<file path="config.mk">
export PLATFORM = sky130hd
export DESIGN_NAME = sv32_mmu
export DESIGN_NICKNAME = d
export VERILOG_FILES = /design/src/mmu_pkg.sv /design/src/dtlb_if.sv /design/src/access_decode.sv /design/src/dtlb_array.sv /design/src/sv32_mmu.sv /design/src/xlate_result.sv
export SDC_FILE = /design/constraint.sdc
export NUM_CORES = 1
export LEC_CHECK = 0
export BUFFER_PORTS_ARGS = -buffer_cell sky130_fd_sc_hd__buf_2
export CORE_MARGIN = 4
export CORE_UTILIZATION = 40
export DETAILED_ROUTE_END_ITERATION = 16
export GPL_TIMING_DRIVEN = 0
export HOLD_SLACK_MARGIN = 0.15
export SKIP_LAST_GASP = 1
export SYNTH_ARGS = -nofsm -noshare
export SYNTH_HDL_FRONTEND = slang
export SYNTH_SLANG_ARGS = --single-unit
export TNS_END_PERCENT = 50
</file>
<file path="constraint.sdc">
create_clock -name clk_i -period 10.7 [get_ports clk_i]
set_input_delay 1.605 -clock clk_i [delete_from_list [all_inputs] [get_ports clk_i]]
set_output_delay 1.605 -clock clk_i [all_outputs]
set_load 0.01 [all_outputs]
</file>
<file path="src/mmu_pkg.sv">
/*
 * Sv32 data MMU shared definitions
 * widths, exception causes, page table entry, TLB refill record and the
 * virtual address union used by the decode and result stages
 */
`default_nettype none

package mmu_pkg;

  // ----------------------------------------------------------------------
  // widths and sizes
  // ----------------------------------------------------------------------
  localparam int unsigned VLEN         = 32;
  localparam int unsigned PLEN         = 34;
  localparam int unsigned PPNW         = 22;
  localparam int unsigned VPNW         = 20;
  localparam int unsigned OFFW         = 12;
  localparam int unsigned DTLB_ENTRIES = 8;
  localparam int unsigned DTLB_IDXW    = $clog2(DTLB_ENTRIES);

  // exception causes as reported in mcause/scause
  localparam logic [3:0] CAUSE_LD_MISALIGNED = 4'd4;
  localparam logic [3:0] CAUSE_ST_MISALIGNED = 4'd6;
  localparam logic [3:0] CAUSE_LD_PAGE_FAULT = 4'd13;
  localparam logic [3:0] CAUSE_ST_PAGE_FAULT = 4'd15;

  // privilege levels
  localparam logic [1:0] PRIV_U = 2'b00;
  localparam logic [1:0] PRIV_S = 2'b01;
  localparam logic [1:0] PRIV_M = 2'b11;

  // ----------------------------------------------------------------------
  // types
  // ----------------------------------------------------------------------
  typedef struct packed {
    logic [11:0] ppn1;
    logic [9:0]  ppn0;
    logic [1:0]  rsw;
    logic        d;
    logic        a;
    logic        g;
    logic        u;
    logic        x;
    logic        w;
    logic        r;
    logic        v;
  } pte_t;

  typedef struct packed {
    logic [9:0]      vpn1;
    logic [9:0]      vpn0;
    logic [OFFW-1:0] offset;
  } vaddr_page_t;

  // a megapage maps the whole lower 22 bits straight through
  typedef struct packed {
    logic [9:0]  vpn1;
    logic [21:0] offset;
  } vaddr_mega_t;

  typedef union packed {
    vaddr_page_t page;
    vaddr_mega_t mega;
  } vaddr_u;

  typedef struct packed {
    logic            valid;
    logic [VPNW-1:0] vpn;
    logic            mega;
    pte_t            content;
  } tlb_update_t;

  typedef struct packed {
    logic            valid;
    logic [3:0]      cause;
    logic [VLEN-1:0] tval;
  } exc_t;

endpackage

`default_nettype wire

</file>
<file path="src/dtlb_if.sv">
/*
 * DTLB lookup channel
 * tag from the decode stage, hit and entry back for the result stage
 */
`default_nettype none

interface dtlb_if;

  logic [mmu_pkg::VPNW-1:0] vpn;
  logic                     hit;
  mmu_pkg::pte_t            pte;
  logic                     mega;

  modport requester (
    output vpn
  );

  modport responder (
    input  vpn,
    output hit,
    output pte,
    output mega
  );

  // result stage only samples the answer
  modport monitor (
    input hit,
    input pte,
    input mega
  );

endinterface

`default_nettype wire

</file>
<file path="src/access_decode.sv">
/*
 * Access decode
 * splits an LSU access into translation mode and lookup tag, and turns
 * the raw refill port into a TLB update record
 */
`default_nettype none

module access_decode (
  input  wire logic                     lsu_req_i,
  input  wire logic [mmu_pkg::VLEN-1:0] lsu_vaddr_i,
  input  wire logic                     lsu_is_store_i,
  input  wire logic                     misaligned_i,
  input  wire logic [1:0]               priv_i,
  input  wire logic                     en_translation_i,
  input  wire logic                     sum_i,
  input  wire logic                     mxr_i,
  input  wire logic                     upd_valid_i,
  input  wire logic [mmu_pkg::VPNW-1:0] upd_vpn_i,
  input  wire logic                     upd_mega_i,
  input  wire logic [31:0]              upd_pte_i,
  dtlb_if.requester                     lu,
  output mmu_pkg::tlb_update_t          update_o,
  output logic                          req_o,
  output logic                          xlate_on_o,
  output logic                          is_store_o,
  output logic                          mis_o,
  output logic [1:0]                    priv_o,
  output logic                          sum_o,
  output logic                          mxr_o,
  output mmu_pkg::vaddr_u               vaddr_o
);

  mmu_pkg::vaddr_u va;
  mmu_pkg::pte_t   upd_pte;

  // ----------------------------------------------------------------------
  // access side
  // ----------------------------------------------------------------------
  assign va = lsu_vaddr_i;

  // tag is always the full 4 KiB vpn, megapage entries ignore vpn0
  assign lu.vpn = {va.page.vpn1, va.page.vpn0};

  // machine mode never translates
  assign xlate_on_o = en_translation_i && (priv_i != mmu_pkg::PRIV_M);

  // a stale misaligned flag without a request must not raise anything
  assign mis_o = misaligned_i & lsu_req_i;

  assign req_o      = lsu_req_i;
  assign is_store_o = lsu_is_store_i;
  assign priv_o     = priv_i;
  assign sum_o      = sum_i;
  assign mxr_o      = mxr_i;
  assign vaddr_o    = va;

  // ----------------------------------------------------------------------
  // refill side
  // ----------------------------------------------------------------------
  assign upd_pte = mmu_pkg::pte_t'(upd_pte_i);

  always_comb begin
    update_o.valid   = upd_valid_i & upd_pte.v;
    update_o.vpn     = upd_vpn_i;
    update_o.mega    = upd_mega_i;
    update_o.content = upd_pte;
  end

endmodule

`default_nettype wire

</file>
<file path="src/dtlb_array.sv">
/*
 * Data TLB storage
 * fully associative, parallel tag compare, refill into the first free
 * entry or a round-robin victim, flush of all entries
 */
`default_nettype none

module dtlb_array (
  input  wire logic                 clk_i,
  input  wire logic                 rst_ni,
  input  wire logic                 flush_i,
  input  wire mmu_pkg::tlb_update_t update_i,
  dtlb_if.responder                 lu
);

  localparam int unsigned N = mmu_pkg::DTLB_ENTRIES;

  logic [N-1:0]                    valid_q;
  logic [mmu_pkg::VPNW-1:0]        tag_vpn_q  [N];
  logic                            tag_mega_q [N];
  mmu_pkg::pte_t                   pte_q      [N];

  logic [N-1:0]                    match;
  logic                            free_found;
  logic [mmu_pkg::DTLB_IDXW-1:0]   free_idx;
  logic [mmu_pkg::DTLB_IDXW-1:0]   victim_q;
  logic [mmu_pkg::DTLB_IDXW-1:0]   victim_nxt;
  logic [mmu_pkg::DTLB_IDXW-1:0]   wr_idx;

  // ----------------------------------------------------------------------
  // lookup
  // ----------------------------------------------------------------------
  always_comb begin
    for (int unsigned i = 0; i < N; i++) begin
      match[i] = valid_q[i]
              && (tag_vpn_q[i][mmu_pkg::VPNW-1:10] == lu.vpn[mmu_pkg::VPNW-1:10])
              && (tag_mega_q[i] || (tag_vpn_q[i][9:0] == lu.vpn[9:0]));
    end
  end

  // lowest matching entry wins if a page was refilled twice
  always_comb begin
    logic found;
    found   = 1'b0;
    lu.pte  = '0;
    lu.mega = 1'b0;
    for (int unsigned i = 0; i < N; i++) begin
      if (match[i] && !found) begin
        found   = 1'b1;
        lu.pte  = pte_q[i];
        lu.mega = tag_mega_q[i];
      end
    end
    lu.hit = found;
  end

  // ----------------------------------------------------------------------
  // replacement
  // ----------------------------------------------------------------------
  always_comb begin
    free_found = 1'b0;
    free_idx   = '0;
    for (int unsigned i = 0; i < N; i++) begin
      if (!valid_q[i] && !free_found) begin
        free_found = 1'b1;
        free_idx   = mmu_pkg::DTLB_IDXW'(i);
      end
    end
  end

  assign victim_nxt = (victim_q == mmu_pkg::DTLB_IDXW'(N - 1)) ? '0 : victim_q + 1'b1;
  assign wr_idx     = free_found ? free_idx : victim_q;

  // flush beats a refill in the same cycle
  always_ff @(posedge clk_i or negedge rst_ni) begin
    if (!rst_ni) begin
      valid_q  <= '0;
      victim_q <= '0;
    end else if (flush_i) begin
      valid_q  <= '0;
      victim_q <= '0;
    end else if (update_i.valid) begin
      valid_q[wr_idx] <= 1'b1;
      // pointer only moves when it actually picked the slot
      if (!free_found) begin
        victim_q <= victim_nxt;
      end
    end
  end

  always_ff @(posedge clk_i) begin
    if (update_i.valid && !flush_i) begin
      tag_vpn_q[wr_idx]  <= update_i.vpn;
      tag_mega_q[wr_idx] <= update_i.mega;
      pte_q[wr_idx]      <= update_i.content;
    end
  end

endmodule

`default_nettype wire

</file>
<file path="src/sv32_mmu.sv">
/*
 * Sv32 data MMU top level
 * decode, DTLB lookup and registered result for LSU accesses
 */
`default_nettype none

module sv32_mmu (
  input  wire logic                     clk_i,
  input  wire logic                     rst_ni,
  input  wire logic                     flush_i,
  // LSU access
  input  wire logic                     lsu_req_i,
  input  wire logic [mmu_pkg::VLEN-1:0] lsu_vaddr_i,
  input  wire logic                     lsu_is_store_i,
  input  wire logic                     misaligned_i,
  input  wire logic [1:0]               priv_i,
  input  wire logic                     en_translation_i,
  input  wire logic                     sum_i,
  input  wire logic                     mxr_i,
  // TLB refill
  input  wire logic                     upd_valid_i,
  input  wire logic [mmu_pkg::VPNW-1:0] upd_vpn_i,
  input  wire logic                     upd_mega_i,
  input  wire logic [31:0]              upd_pte_i,
  // cycle 0
  output logic                          lsu_dtlb_hit_o,
  // cycle 1
  output logic                          lsu_valid_o,
  output logic [mmu_pkg::PLEN-1:0]      lsu_paddr_o,
  output mmu_pkg::exc_t                 lsu_exception_o
);

  dtlb_if lu ();

  mmu_pkg::tlb_update_t update;
  logic                 req;
  logic                 xlate_on;
  logic                 is_store;
  logic                 mis;
  logic [1:0]           priv;
  logic                 sum;
  logic                 mxr;
  mmu_pkg::vaddr_u      vaddr;

  // ----------------------------------------------------------------------
  // decode
  // ----------------------------------------------------------------------
  access_decode u_decode (
    .lsu_req_i        (lsu_req_i),
    .lsu_vaddr_i      (lsu_vaddr_i),
    .lsu_is_store_i   (lsu_is_store_i),
    .misaligned_i     (misaligned_i),
    .priv_i           (priv_i),
    .en_translation_i (en_translation_i),
    .sum_i            (sum_i),
    .mxr_i            (mxr_i),
    .upd_valid_i      (upd_valid_i),
    .upd_vpn_i        (upd_vpn_i),
    .upd_mega_i       (upd_mega_i),
    .upd_pte_i        (upd_pte_i),
    .lu               (lu.requester),
    .update_o         (update),
    .req_o            (req),
    .xlate_on_o       (xlate_on),
    .is_store_o       (is_store),
    .mis_o            (mis),
    .priv_o           (priv),
    .sum_o            (sum),
    .mxr_o            (mxr),
    .vaddr_o          (vaddr)
  );

  // ----------------------------------------------------------------------
  // lookup and result
  // ----------------------------------------------------------------------
  dtlb_array u_dtlb (
    .clk_i    (clk_i),
    .rst_ni   (rst_ni),
    .flush_i  (flush_i),
    .update_i (update),
    .lu       (lu.responder)
  );

  xlate_result u_result (
    .clk_i           (clk_i),
    .rst_ni          (rst_ni),
    .req_i           (req),
    .xlate_on_i      (xlate_on),
    .is_store_i      (is_store),
    .mis_i           (mis),
    .priv_i          (priv),
    .sum_i           (sum),
    .mxr_i           (mxr),
    .vaddr_i         (vaddr),
    .lu              (lu.monitor),
    .lsu_dtlb_hit_o  (lsu_dtlb_hit_o),
    .lsu_valid_o     (lsu_valid_o),
    .lsu_paddr_o     (lsu_paddr_o),
    .lsu_exception_o (lsu_exception_o)
  );

endmodule

`default_nettype wire

</file>
<file path="src/xlate_result.sv">
/*
 * Translation result stage
 * registers the lookup, forms the physical address and selects the
 * misaligned or page fault exception one cycle after the request
 */
`default_nettype none

module xlate_result (
  input  wire logic                      clk_i,
  input  wire logic                      rst_ni,
  input  wire logic                      req_i,
  input  wire logic                      xlate_on_i,
  input  wire logic                      is_store_i,
  input  wire logic                      mis_i,
  input  wire logic [1:0]                priv_i,
  input  wire logic                      sum_i,
  input  wire logic                      mxr_i,
  input  wire mmu_pkg::vaddr_u           vaddr_i,
  dtlb_if.monitor                        lu,
  output logic                           lsu_dtlb_hit_o,
  output logic                           lsu_valid_o,
  output logic [mmu_pkg::PLEN-1:0]       lsu_paddr_o,
  output mmu_pkg::exc_t                  lsu_exception_o
);

  logic                     req_q;
  logic                     xlate_on_q;
  logic                     mis_q;
  logic                     hit_q;
  logic                     is_store_q;
  logic [1:0]               priv_q;
  logic                     sum_q;
  logic                     mxr_q;
  logic                     mega_q;
  mmu_pkg::vaddr_u          vaddr_q;
  mmu_pkg::pte_t            pte_q;

  logic [mmu_pkg::PPNW-1:0] ppn;
  logic                     priv_err;
  logic                     perm_err;
  logic                     page_fault;

  // with translation off every access counts as a hit in cycle 0
  assign lsu_dtlb_hit_o = xlate_on_i ? lu.hit : 1'b1;

  // ----------------------------------------------------------------------
  // stage register
  // ----------------------------------------------------------------------
  always_ff @(posedge clk_i or negedge rst_ni) begin
    if (!rst_ni) begin
      req_q      <= 1'b0;
      xlate_on_q <= 1'b0;
      mis_q      <= 1'b0;
      hit_q      <= 1'b0;
    end else begin
      req_q      <= req_i;
      xlate_on_q <= xlate_on_i;
      mis_q      <= mis_i;
      hit_q      <= lu.hit;
    end
  end

  always_ff @(posedge clk_i) begin
    is_store_q <= is_store_i;
    priv_q     <= priv_i;
    sum_q      <= sum_i;
    mxr_q      <= mxr_i;
    vaddr_q    <= vaddr_i;
    pte_q      <= lu.pte;
    mega_q     <= lu.mega;
  end

  // ----------------------------------------------------------------------
  // physical address
  // ----------------------------------------------------------------------
  assign ppn = {pte_q.ppn1, pte_q.ppn0};

  always_comb begin
    if (!xlate_on_q) begin
      lsu_paddr_o = {{(mmu_pkg::PLEN - mmu_pkg::VLEN){1'b0}}, vaddr_q};
    end else if (mega_q) begin
      // vpn0 passes through in place of the megapage ppn0
      lsu_paddr_o = {ppn[mmu_pkg::PPNW-1:10], vaddr_q.mega.offset};
    end else begin
      lsu_paddr_o = {ppn, vaddr_q.page.offset};
    end
  end

  // ----------------------------------------------------------------------
  // fault checks
  // ----------------------------------------------------------------------
  // user pages need SUM from supervisor and supervisor pages are off limits to user
  assign priv_err = ((priv_q == mmu_pkg::PRIV_U) && !pte_q.u)
                 || ((priv_q == mmu_pkg::PRIV_S) && pte_q.u && !sum_q);

  // stores need W and D set, loads need R or X with MXR on
  assign perm_err = is_store_q ? (!pte_q.w || !pte_q.d)
                               : !(pte_q.r || (mxr_q && pte_q.x));

  assign page_fault = req_q && xlate_on_q && hit_q && (!pte_q.a || priv_err || perm_err);

  // a translated miss never completes and the requester refills and retries
  assign lsu_valid_o = req_q && (!xlate_on_q || hit_q || mis_q);

  always_comb begin
    lsu_exception_o = '0;
    if (mis_q) begin
      lsu_exception_o.valid = 1'b1;
      lsu_exception_o.cause = is_store_q ? mmu_pkg::CAUSE_ST_MISALIGNED
                                         : mmu_pkg::CAUSE_LD_MISALIGNED;
      lsu_exception_o.tval  = vaddr_q;
    end else if (page_fault) begin
      lsu_exception_o.valid = 1'b1;
      lsu_exception_o.cause = is_store_q ? mmu_pkg::CAUSE_ST_PAGE_FAULT
                                         : mmu_pkg::CAUSE_LD_PAGE_FAULT;
      lsu_exception_o.tval  = vaddr_q;
    end
  end

endmodule

`default_nettype wire
</file>
# --- Word-level counts from Yosys, hierarchy flattened ---
# Memories as Yosys holds them, arrays and structs flattened.
# Cells that the tools add are included.
word_totals:
  ff_bits: 81
  mem_bits_rw: 424
  input_bits: 97
  output_inout_bits: 73
  word_cells: 194
  mem_count: 3
op_classes:
  addsub: 1
  order_cmp: 2
  n_eq_ne: 20
  mux: 58
  bitwise_logic: 3
  reduce_logical: 87
memory_table:
  columns: ["memory", "depth", "width", "rd", "rd_clocked_by_memory_dff", "write_ports", "line", "rtl"]
  rows:
  - ["u_dtlb.pte_q", 8, 32, 8, 0, 1, "dtlb_array.sv:21", "mmu_pkg::pte_t pte_q [N];"]
  - ["u_dtlb.tag_vpn_q", 8, 20, 8, 0, 1, "dtlb_array.sv:19", "logic [mmu_pkg::VPNW-1:0] tag_vpn_q [N];"]
  - ["u_dtlb.tag_mega_q", 8, 1, 8, 0, 1, "dtlb_array.sv:20", "logic tag_mega_q [N];"]
op_table:
  columns: ["cell", "n"]
  rows:
  - ["$mux W32", 8]
  - ["$eq A10 B10 Y1", 16]
  - ["$mux W37", 2]
  - ["$logic_and A1 B1 Y1", 41]
  - ["$mux W34", 1]
  - ["$mux W1", 30]
  - ["$logic_not A1 Y1", 28]
  - ["$mux W3", 9]
  - ["$mux W22", 1]
  - ["$mux W8", 2]
  - ["$logic_or A1 B1 Y1", 15]
  - ["$mux W2", 4]
  - ["$or A8 B8 Y8", 1]
  - ["$lt A3 B4 Y1 const B", 1]
  - ["$ne A2 B2 Y1 const B", 2]
  - ["$add A3 B1 Y3 const B", 1]
  - ["$demux W1 S3", 1]
  - ["$eq A3 B3 Y1 const B", 1]
  - ["$ge A3 B1 Y1 const B", 1]
  - ["$and A1 B1 Y1", 2]
  - ["$eq A2 B1 Y1 const B", 1]
  - ["$logic_not A2 Y1", 1]
  - ["$reduce_and A2 Y1", 1]
  - ["$reduce_bool A2 Y1", 1]

# --- Logic depth before layout (Yosys ltp) ---
# Gate-level depths: netlist of the first run.
logic_depth:
  depth_word: 29
  ltp_mapped: 10
  mapped_depth_nobuf: 7

# --- Cells and area by module ---
# From an unflattened synthesis of the first run, not the netlist that was laid out.
hier_totals:
  hier_cells: 1425
  area_unflattened_um2: 20820.0
modules_own_cells:
  columns: ["mod", "instances", "cells_each", "area_per_inst_um2"]
  rows:
  - ["dtlb_array", 1, 1111, 17678.2]
  - ["xlate_result", 1, 200, 2284.7]
  - ["access_decode", 1, 114, 857.1]

# --- Worst setup path after synthesis of the first run ---
# No wires, ideal clock.
synth_path:
  path_type: "input to register"
  start: "in upd_valid_i"
  end: "mem u_dtlb.pte_q[3][10] (netlist name), enable pin"
  arrival_time_ps: 5341
  slack_ps: 4840
  cell_stages: 4
  cell_sequence: "nand2_1 -> nor2_1 -> nand2_1 -> nor3_1"
synth_between:
  elab_chain_cells: 4
synth_rtl:
  columns: ["item", "line", "rtl"]
  rows:
  - ["start: declaration", "sv32_mmu.sv:21", "input wire logic upd_valid_i,"]
  - ["$and A1 B1 Y1", "access_decode.sv:63", "update_o.valid = upd_valid_i & upd_pte.v;"]
  - ["$logic_and A1 B1 Y1", "dtlb_array.sv:92", "if (update_i.valid && !flush_i) begin"]
  - ["$mux W1", "dtlb_array.sv:92", null]
  - ["$mux W1 (not written as such)", "dtlb_array.sv:95", "pte_q[wr_idx] <= update_i.content;"]
  - ["end: declaration", "dtlb_array.sv:21", null]
# No other way between the ends.

# --- Worst setup path after layout of the first run ---
layout_path:
  start: "in lsu_vaddr_i[28] (netlist name)"
  end: "out lsu_dtlb_hit_o"
layout_between:
  elab_chain_cells: 26
layout_rtl:
  columns: ["item", "line", "rtl"]
  rows:
  - ["start: declaration", "sv32_mmu.sv:13", "input wire logic [mmu_pkg::VLEN-1:0] lsu_vaddr_i,"]
  - ["$eq A10 B10 Y1", "dtlb_array.sv:36", "&& (tag_vpn_q[i][mmu_pkg::VPNW-1:10] == lu.vpn[mmu_pkg::VPNW-1:10])"]
  - ["$logic_and A1 B1 Y1", "dtlb_array.sv:36", null]
  - ["$logic_and A1 B1 Y1", "dtlb_array.sv:37", "&& (tag_mega_q[i] || (tag_vpn_q[i][9:0] == lu.vpn[9:0]));"]
  - ["$mux W1", "dtlb_array.sv:48", "if (match[i] && !found) begin"]
  - ["$logic_not A1 Y1", "dtlb_array.sv:48", null]
  - ["$logic_and A1 B1 Y1", "dtlb_array.sv:48", null]
  - ["$mux W1", "dtlb_array.sv:48", null]
  - ["$logic_not A1 Y1", "dtlb_array.sv:48", null]
  - ["[... 10 more ...]", null, null]
  - ["$mux W1", "dtlb_array.sv:48", null]
  - ["$logic_not A1 Y1", "dtlb_array.sv:48", null]
  - ["$logic_and A1 B1 Y1", "dtlb_array.sv:48", null]
  - ["$mux W1", "dtlb_array.sv:48", null]
  - ["$logic_not A1 Y1", "dtlb_array.sv:48", null]
  - ["$logic_and A1 B1 Y1", "dtlb_array.sv:48", null]
  - ["$mux W1 *", "dtlb_array.sv:48", null]
  - ["$mux W1 *", "xlate_result.sv:44", "assign lsu_dtlb_hit_o = xlate_on_i ? lu.hit : 1'b1;"]
  - ["end: declaration", "sv32_mmu.sv:26", "output logic lsu_dtlb_hit_o,"]
# Every way passes the cells marked *; elsewhere a longest branch is shown, timed or not.

==> impl_metrics.tcl, run 1 <==
set metrics [dict create \
    critPathLaunchType "input port" \
    ctsHoldBuffers 0 \
    crit_path_end_kind "output pin" \
    avgSynthCellArea_sq_um 15.4 \
    fin_skew_ns 0.0245 \
    initial_core_util_pct 40.5 \
    insertion_delay_ns 0.60 \
    cts_setup_buffers 0 \
    grt_max_degree 27 \
    grt_pass1_wl_microns 73300 \
    post-synth-top-area-cell "edfxtp_1" \
    avgRoutedWirePerCell_microns 23.9 \
    synth_compound_area_share_pct 8.20 \
    ys_async_sr_fraction_pct 3.17 \
    drive_gt1_share_pct 23.3 \
    cts_root_buf "clkbuf_16" \
    clk_path_buf_depth 3 \
    antenna_found_initial 6 \
    grt.overflow.total 0 \
    worst_pin_slew_ns 1.09 \
    ioPinCount 170 \
    fin_crit_sh_pct 56.8 \
    crit_chain "buf_2 -> buf_2 -> xnor2_1 -> nand4_1 -> nor3_1 -> nand2_1 -> and3_1 -> buf_2 -> nand4_1 -> buf_2" \
    worstPathRequired_ns 9.10 \
    drv_slew 0 \
    combPwrFrac_pct 3.9 \
    clk_pin_slew_worst_paths_ns 0.06 \
    ys_top_cells_by_area "edfxtp_1 64%, dfxtp_1 7.2%, xnor2_1 4.2%" \
    fin_crit_ns 6.07 \
    use_met1_pct 27.3 \
    cpMaxStageDelayCell "nor3_1" \
    yosys_warnings 0 \
    muxShareOfSynthArea_pct 1.39 \
    path_buf_inv 4 \
    seqPwrFrac_pct 52.5 \
    crit_path_frequent_cell "buf_2" \
    grt_pass1_vias 11382 \
    timing.fmax_ghz 0.165 \
    clock_power_share_pct 43.6 \
    cts_tree "built" \
    yosys.area_share.simple_pct 7.12 \
    postSynthCellCount 1193 \
    grt_usage_pct 19.7 \
    vias 11230 \
    wirelength_microns 49900 \
    fill_cells 3939 \
    power_uw 3840 \
    syn_area_sq_um 18400 \
    avgViaCountPerCell 5.39 \
    rows 78 \
    final_hold_viol_count 0 \
    intPower_uw 3030 \
    synth_edf_count 392 \
    power_switching_uw 817 \
    num-nets-final 1538 \
    setup_violations 0 \
    use_met3_pct 4.35 \
    clock-sinks 473 \
    power.leakage_uw 0.00782 \
    busiest_layer "met2" \
    crit_fanout 10 \
    fin_setup_tns_ns 0 \
    max_stage_delay_ns 0.54 \
    drv_cap 0 \
    slew_headroom_pct 26.5 \
    drt_iter0_markers 1044 \
    rsz0062_at_grt "no" \
    cts_buffers 50 \
    timing_worst_setup_path_type "input port to output pin" \
    drcViolationCount 0 \
    synthDistinctLibCells 54 \
    sw_frac_of_total_pct 21.3 \
    grtUsageMet2_pct 30.9 \
    ys_seq_area_share_pct 73.2 \
    arrival_ns 4.47 \
    dr.pass1.iters 5 \
    synth_xor_area_share_pct 7.62 \
    synthesis.nets 1292 \
    synth_adder_area_share_pct 0.136 \
    ir_drop_uv 118 \
    power_density_nw_per_um2 175 \
    status "finished clean" \
    synth-seq-cells 473 \
    cts-htree-levels 2 \
    die_y_microns 222 \
    gp_congestion 0.791 \
    io_buffers 166 \
    die_area_sq_um 49500 \
    synth_flop_cell "edfxtp_1" \
    dp_hpwl_microns 34600 \
    hold_class "register to register" \
    die_x_microns 222 \
    crit_family "simple AND/OR/NAND/NOR gates" \
    final_common_cell "edfxtp_1" \
    most-common-layout-cells "392 x edfxtp_1, 189 x buf_2, 88 x xnor2_1" \
    synth_top_family_by_area "compound AO/OA/AOI/OAI gates" \
    coreArea_sq_um 45400 \
    yosysTopAreaCellShare_pct 64.0 \
    area_growth_pct 19.6 \
    ant_nets 0 \
    postCtsResizedCells 0 \
]
-- power groups by stage --
| stage | Clock [uW] | Combinational, uW | Sequential [uW] |
|---|---|---|---|
| detailed placement | 0 | 151 | 2060 |
| global route | 1780 | 162 | 2020 |
| floorplan | 0 | 73.5 | 2060 |
| global placement | 0 | 146 | 2060 |
| CTS | 1710 | 152 | 2020 |
| finish | 1670 | 150 | 2020 |
-- stage by stage --
| step | utilization (%) | setup slack (ns) | instances | instance area, sq um | hold WS, ns |
|---|---|---|---|---|---|
| after floorplan | - | 4.84 | 1193 | 18400 | 0.476 |
| after global placement | 44.0 | 1.22 | 1959 | 20000 | 0.507 |
| after detailed placement | 45.0 | 4.56 | 1987 | 20400 | 0.508 |
| after CTS | 48.5 | 4.60 | 2081 | 22000 | 0.518 |
| after global routing | 48.5 | 4.40 | 2082 | 22000 | 0.554 |
| final | 48.5 | 4.63 | 2083 | 22000 | 0.515 |
-- synth_stat cells (all sizes together) (20+ instances only) --
library cell / number
o21ai: 23
mux2: 20
o22ai: 29
nand3: 26
nor2: 57
dfxtp: 66
clkbuf: 27
a31oi: 30
a21oi: 26
nand4: 22
a221oi: 28
and3: 44
xnor2: 88
nor2b: 35
xor2: 72
buf: 51
o22a: 21
edfxtp: 392
-- cell families after synthesis --
kind of cell	after synthesis
and+or+nand+nor	242
xor gates and xnor gates	160
DFF	473
adders and majority gates	2
AOI/OAI and AO/OA	211
muxes	23
buffers and inverters	82
-- worst paths after layout --
| check | slack (ns) | cells past startpoint | from | endpoint |
|---|---|---|---|---|
| worst min register to register | 0.51 | 2 | u_dtlb.pte_q[6][20] | u_result.ppn[10] |
| worst max-delay path | 4.63 | 10 | lsu_vaddr_i[28] | lsu_dtlb_hit_o |
| min in group asynchronous | 0.93 | 1 | rst_ni | u_dtlb.valid_q[7] |
| worst max register to register | 7.05 | 9 | u_dtlb.tag_vpn_q[4][13] | u_result.ppn[15] |
| max in group asynchronous | 9.47 | 1 | rst_ni | u_result.hit_q |
| worst min-delay path | 0.51 | 2 | u_dtlb.pte_q[6][20] | u_result.ppn[10] |
-- area by class of cell --
cell class	count	area [sq um]	share of cell area [%]
antenna	2	5.00	0.0228
buffer	78	415	1.89
clock buffer	78	1440	6.54
clock inverter	16	153	0.694
inverter	4	15.0	0.0683
multi-input combinational	638	4550	20.7
sequential	473	13500	61.2
tap	600	751	3.41
timing repair buffer	194	1200	5.47
-- flip-flops by register name (all words and copies together) (netlist names), 2 cells and up --
| name | cells |
|---|---|
| u_dtlb.valid_q | 8 |
| u_dtlb.victim_q | 3 |
| u_dtlb.tag_vpn_q | 160 |
| u_result.vaddr_q | 32 |
| u_result.pte_q | 6 |
| u_result.ppn | 22 |
| u_dtlb.tag_mega_q | 8 |
| u_result.priv_q | 2 |
| u_dtlb.pte_q | 224 |
-- metal layers --
metal  part of all wire, %  routed length (microns)
met2                    46                    23000
met5                 0.066                       33
met3                   7.4                     3680
met4                   3.3                     1650
met1                    43                    21500
-- tightest hold or removal path: cells and delay by family (launching register included) --
family          cells  cell delay [ns]
flops               1             0.32
compound gates      2             0.16
Power figures use the tool's default switching activity.
==> run 2, diff against run 1 <==
clock period = 4.95 ns   (was 10.7 ns; I/O delays follow)
==> run 2 against run 1 <==
Net effect: setup slack lost 4.0 ns; combinational power grew 120%; sequential power grew 120%; clock skew shrank 0.00064 ns; critical path depth is the same; largest power group unchanged; highest routed layer unchanged.
==> impl_metrics.tcl, run 2 (synthesis results as in run 1) <==
set metrics [dict create \
    final_common_cell "edfxtp_1" \
    final_hold_viol_count 0 \
    initial_core_util_pct 40.5 \
    arrival_ns 3.62 \
    rows 78 \
    timing_worst_setup_path_type "input port to output pin" \
    fin_skew_ns 0.0239 \
    clk_pin_slew_worst_paths_ns 0.06 \
    reg_top3 "u_dtlb.pte_q: 224 flops, u_dtlb.tag_vpn_q: 160 flops, u_result.vaddr_q: 32 flops" \
    ant_nets 0 \
    dr.pass1.iters 5 \
    largest_reg_flops 224 \
    crit_path_end_kind "output pin" \
    clk_path_buf_depth 3 \
    critPathLaunchType "input port" \
    most-common-layout-cells "392 x edfxtp_1, 189 x buf_2, 88 x xnor2_1" \
    grt_usage_pct 19.7 \
    num-nets-final 1539 \
    drt_iter0_markers 1090 \
    power_uw 8310 \
    antenna_found_initial 6 \
    status "finished clean" \
    fin_crit_sh_pct 88.2 \
    cts-htree-levels 2 \
    drv_slew 0 \
    drv_cap 0 \
    cts_buffers 50 \
    insertion_delay_ns 0.60 \
    gp_congestion 0.791 \
    ioPinCount 170 \
    worst_pin_slew_ns 1.13 \
    avgRoutedWirePerCell_microns 23.9 \
    worstPathRequired_ns 4.21 \
    cts_root_buf "clkbuf_16" \
    regMostFlops "u_dtlb.pte_q" \
    fin_crit_ns 4.36 \
    rsz0062_at_grt "no" \
    drcViolationCount 0 \
    grt.overflow.total 0 \
    holdPathStages 1 \
    grt_max_degree 27 \
    ctsHoldBuffers 1 \
    hold-worst-slack_ns 0.245 \
    wirelength_microns 49900 \
    io_buffers 166 \
    setup_violations 0 \
    dp_hpwl_microns 34600 \
    hold_class "input port to register" \
    power_density_nw_per_um2 377 \
    crit_fanout 10 \
    cts_setup_buffers 0 \
    drive_gt1_share_pct 23.3 \
    die_area_sq_um 49500 \
    cts_tree "built" \
    ir_drop_uv 255 \
    clock-sinks 473 \
    postCtsResizedCells 0 \
    vias 11224 \
    grt_pass1_wl_microns 73300 \
    avgViaCountPerCell 5.38 \
    slew_headroom_pct 24.2 \
    power.leakage_uw 0.00783 \
    coreArea_sq_um 45400 \
    fill_cells 3942 \
    grt_pass1_vias 11384 \
    r2r_cells 9 \
    timing.fmax_ghz 0.229 \
    area_growth_pct 19.6 \
    die_x_microns 222 \
    die_y_microns 222 \
]
## run 2: cell count changes in the layout (fill, tap and decap cells not counted)
cell	change
diode_2	+1
dlygate4sd3_1	+1
## run 2: final timing paths
check	from	endpoint	slack, ns
worst max-delay path	lsu_vaddr_i[28]	lsu_dtlb_hit_o	0.59
worst min-delay path	mxr_i	u_result.mxr_q	0.24
worst max register to register	u_dtlb.tag_vpn_q[4][13]	u_result.ppn[15]	1.28
worst min register to register	u_dtlb.pte_q[6][20]	u_result.ppn[10]	0.51
max in group asynchronous	rst_ni	u_result.req_q	4.04
min in group asynchronous	rst_ni	u_dtlb.valid_q[7]	0.61
## run 2: final cells by class
class                           count  area, sq um  area share, %
Inverter                            4         15.0         0.0682
Clock buffer                       78         1440           6.53
Buffer                             78          415           1.89
Clock inverter                     16          153          0.694
Antenna cell                        3         7.51         0.0341
Timing Repair Buffer              195         1210           5.51
Tap cell                          600          751           3.41
Sequential cell                   473        13500           61.2
Multi-Input combinational cell    638         4550           20.7
## run 2: metal layers
metal	vias up	global-route usage, %	part of all wire [%]
li1	5068	-	-
met4	4	6.92	3.4
met5	-	0	0.066
met2	451	30.9	46
met3	94	4.35	7.7
met1	5607	27.3	43
## run 2: through the flow
step	setup slack, ns	std cells	util, %	setup TNS [ns]	instance area [sq um]
2_1_floorplan	-0.228	1193	-	-34.76	18400
3_3_place_gp	-3.72	1959	44.0	-949.72	20000
3_5_place_dp	0.538	1987	45.0	0	20400
4_1_cts	0.570	2082	48.5	0	22000
5_1_grt	0.379	2083	48.5	0	22000
6_report	0.586	2085	48.5	0	22000
## run 2: where the power goes
part / leakage [uW] / internal (uW) / switching [uW] / total [uW]
Combinational: 0.00277 / 128 / 197 / 324
Sequential: 0.00428 / 4340 / 20.5 / 4360
Clock: 0.000774 / 2070 / 1550 / 3620
Total: 0.00783 / 6540 / 1760 / 8310
## run 2: critical path, stage by stage
cell	delay, ns
buf_2	0.09
buf_2	0.33
xnor2_1	0.17
nand4_1	0.21
nor3_1	0.54
nand2_1	0.49
and3_1	0.42
buf_2	0.24
nand4_1	0.21
buf_2	0.17
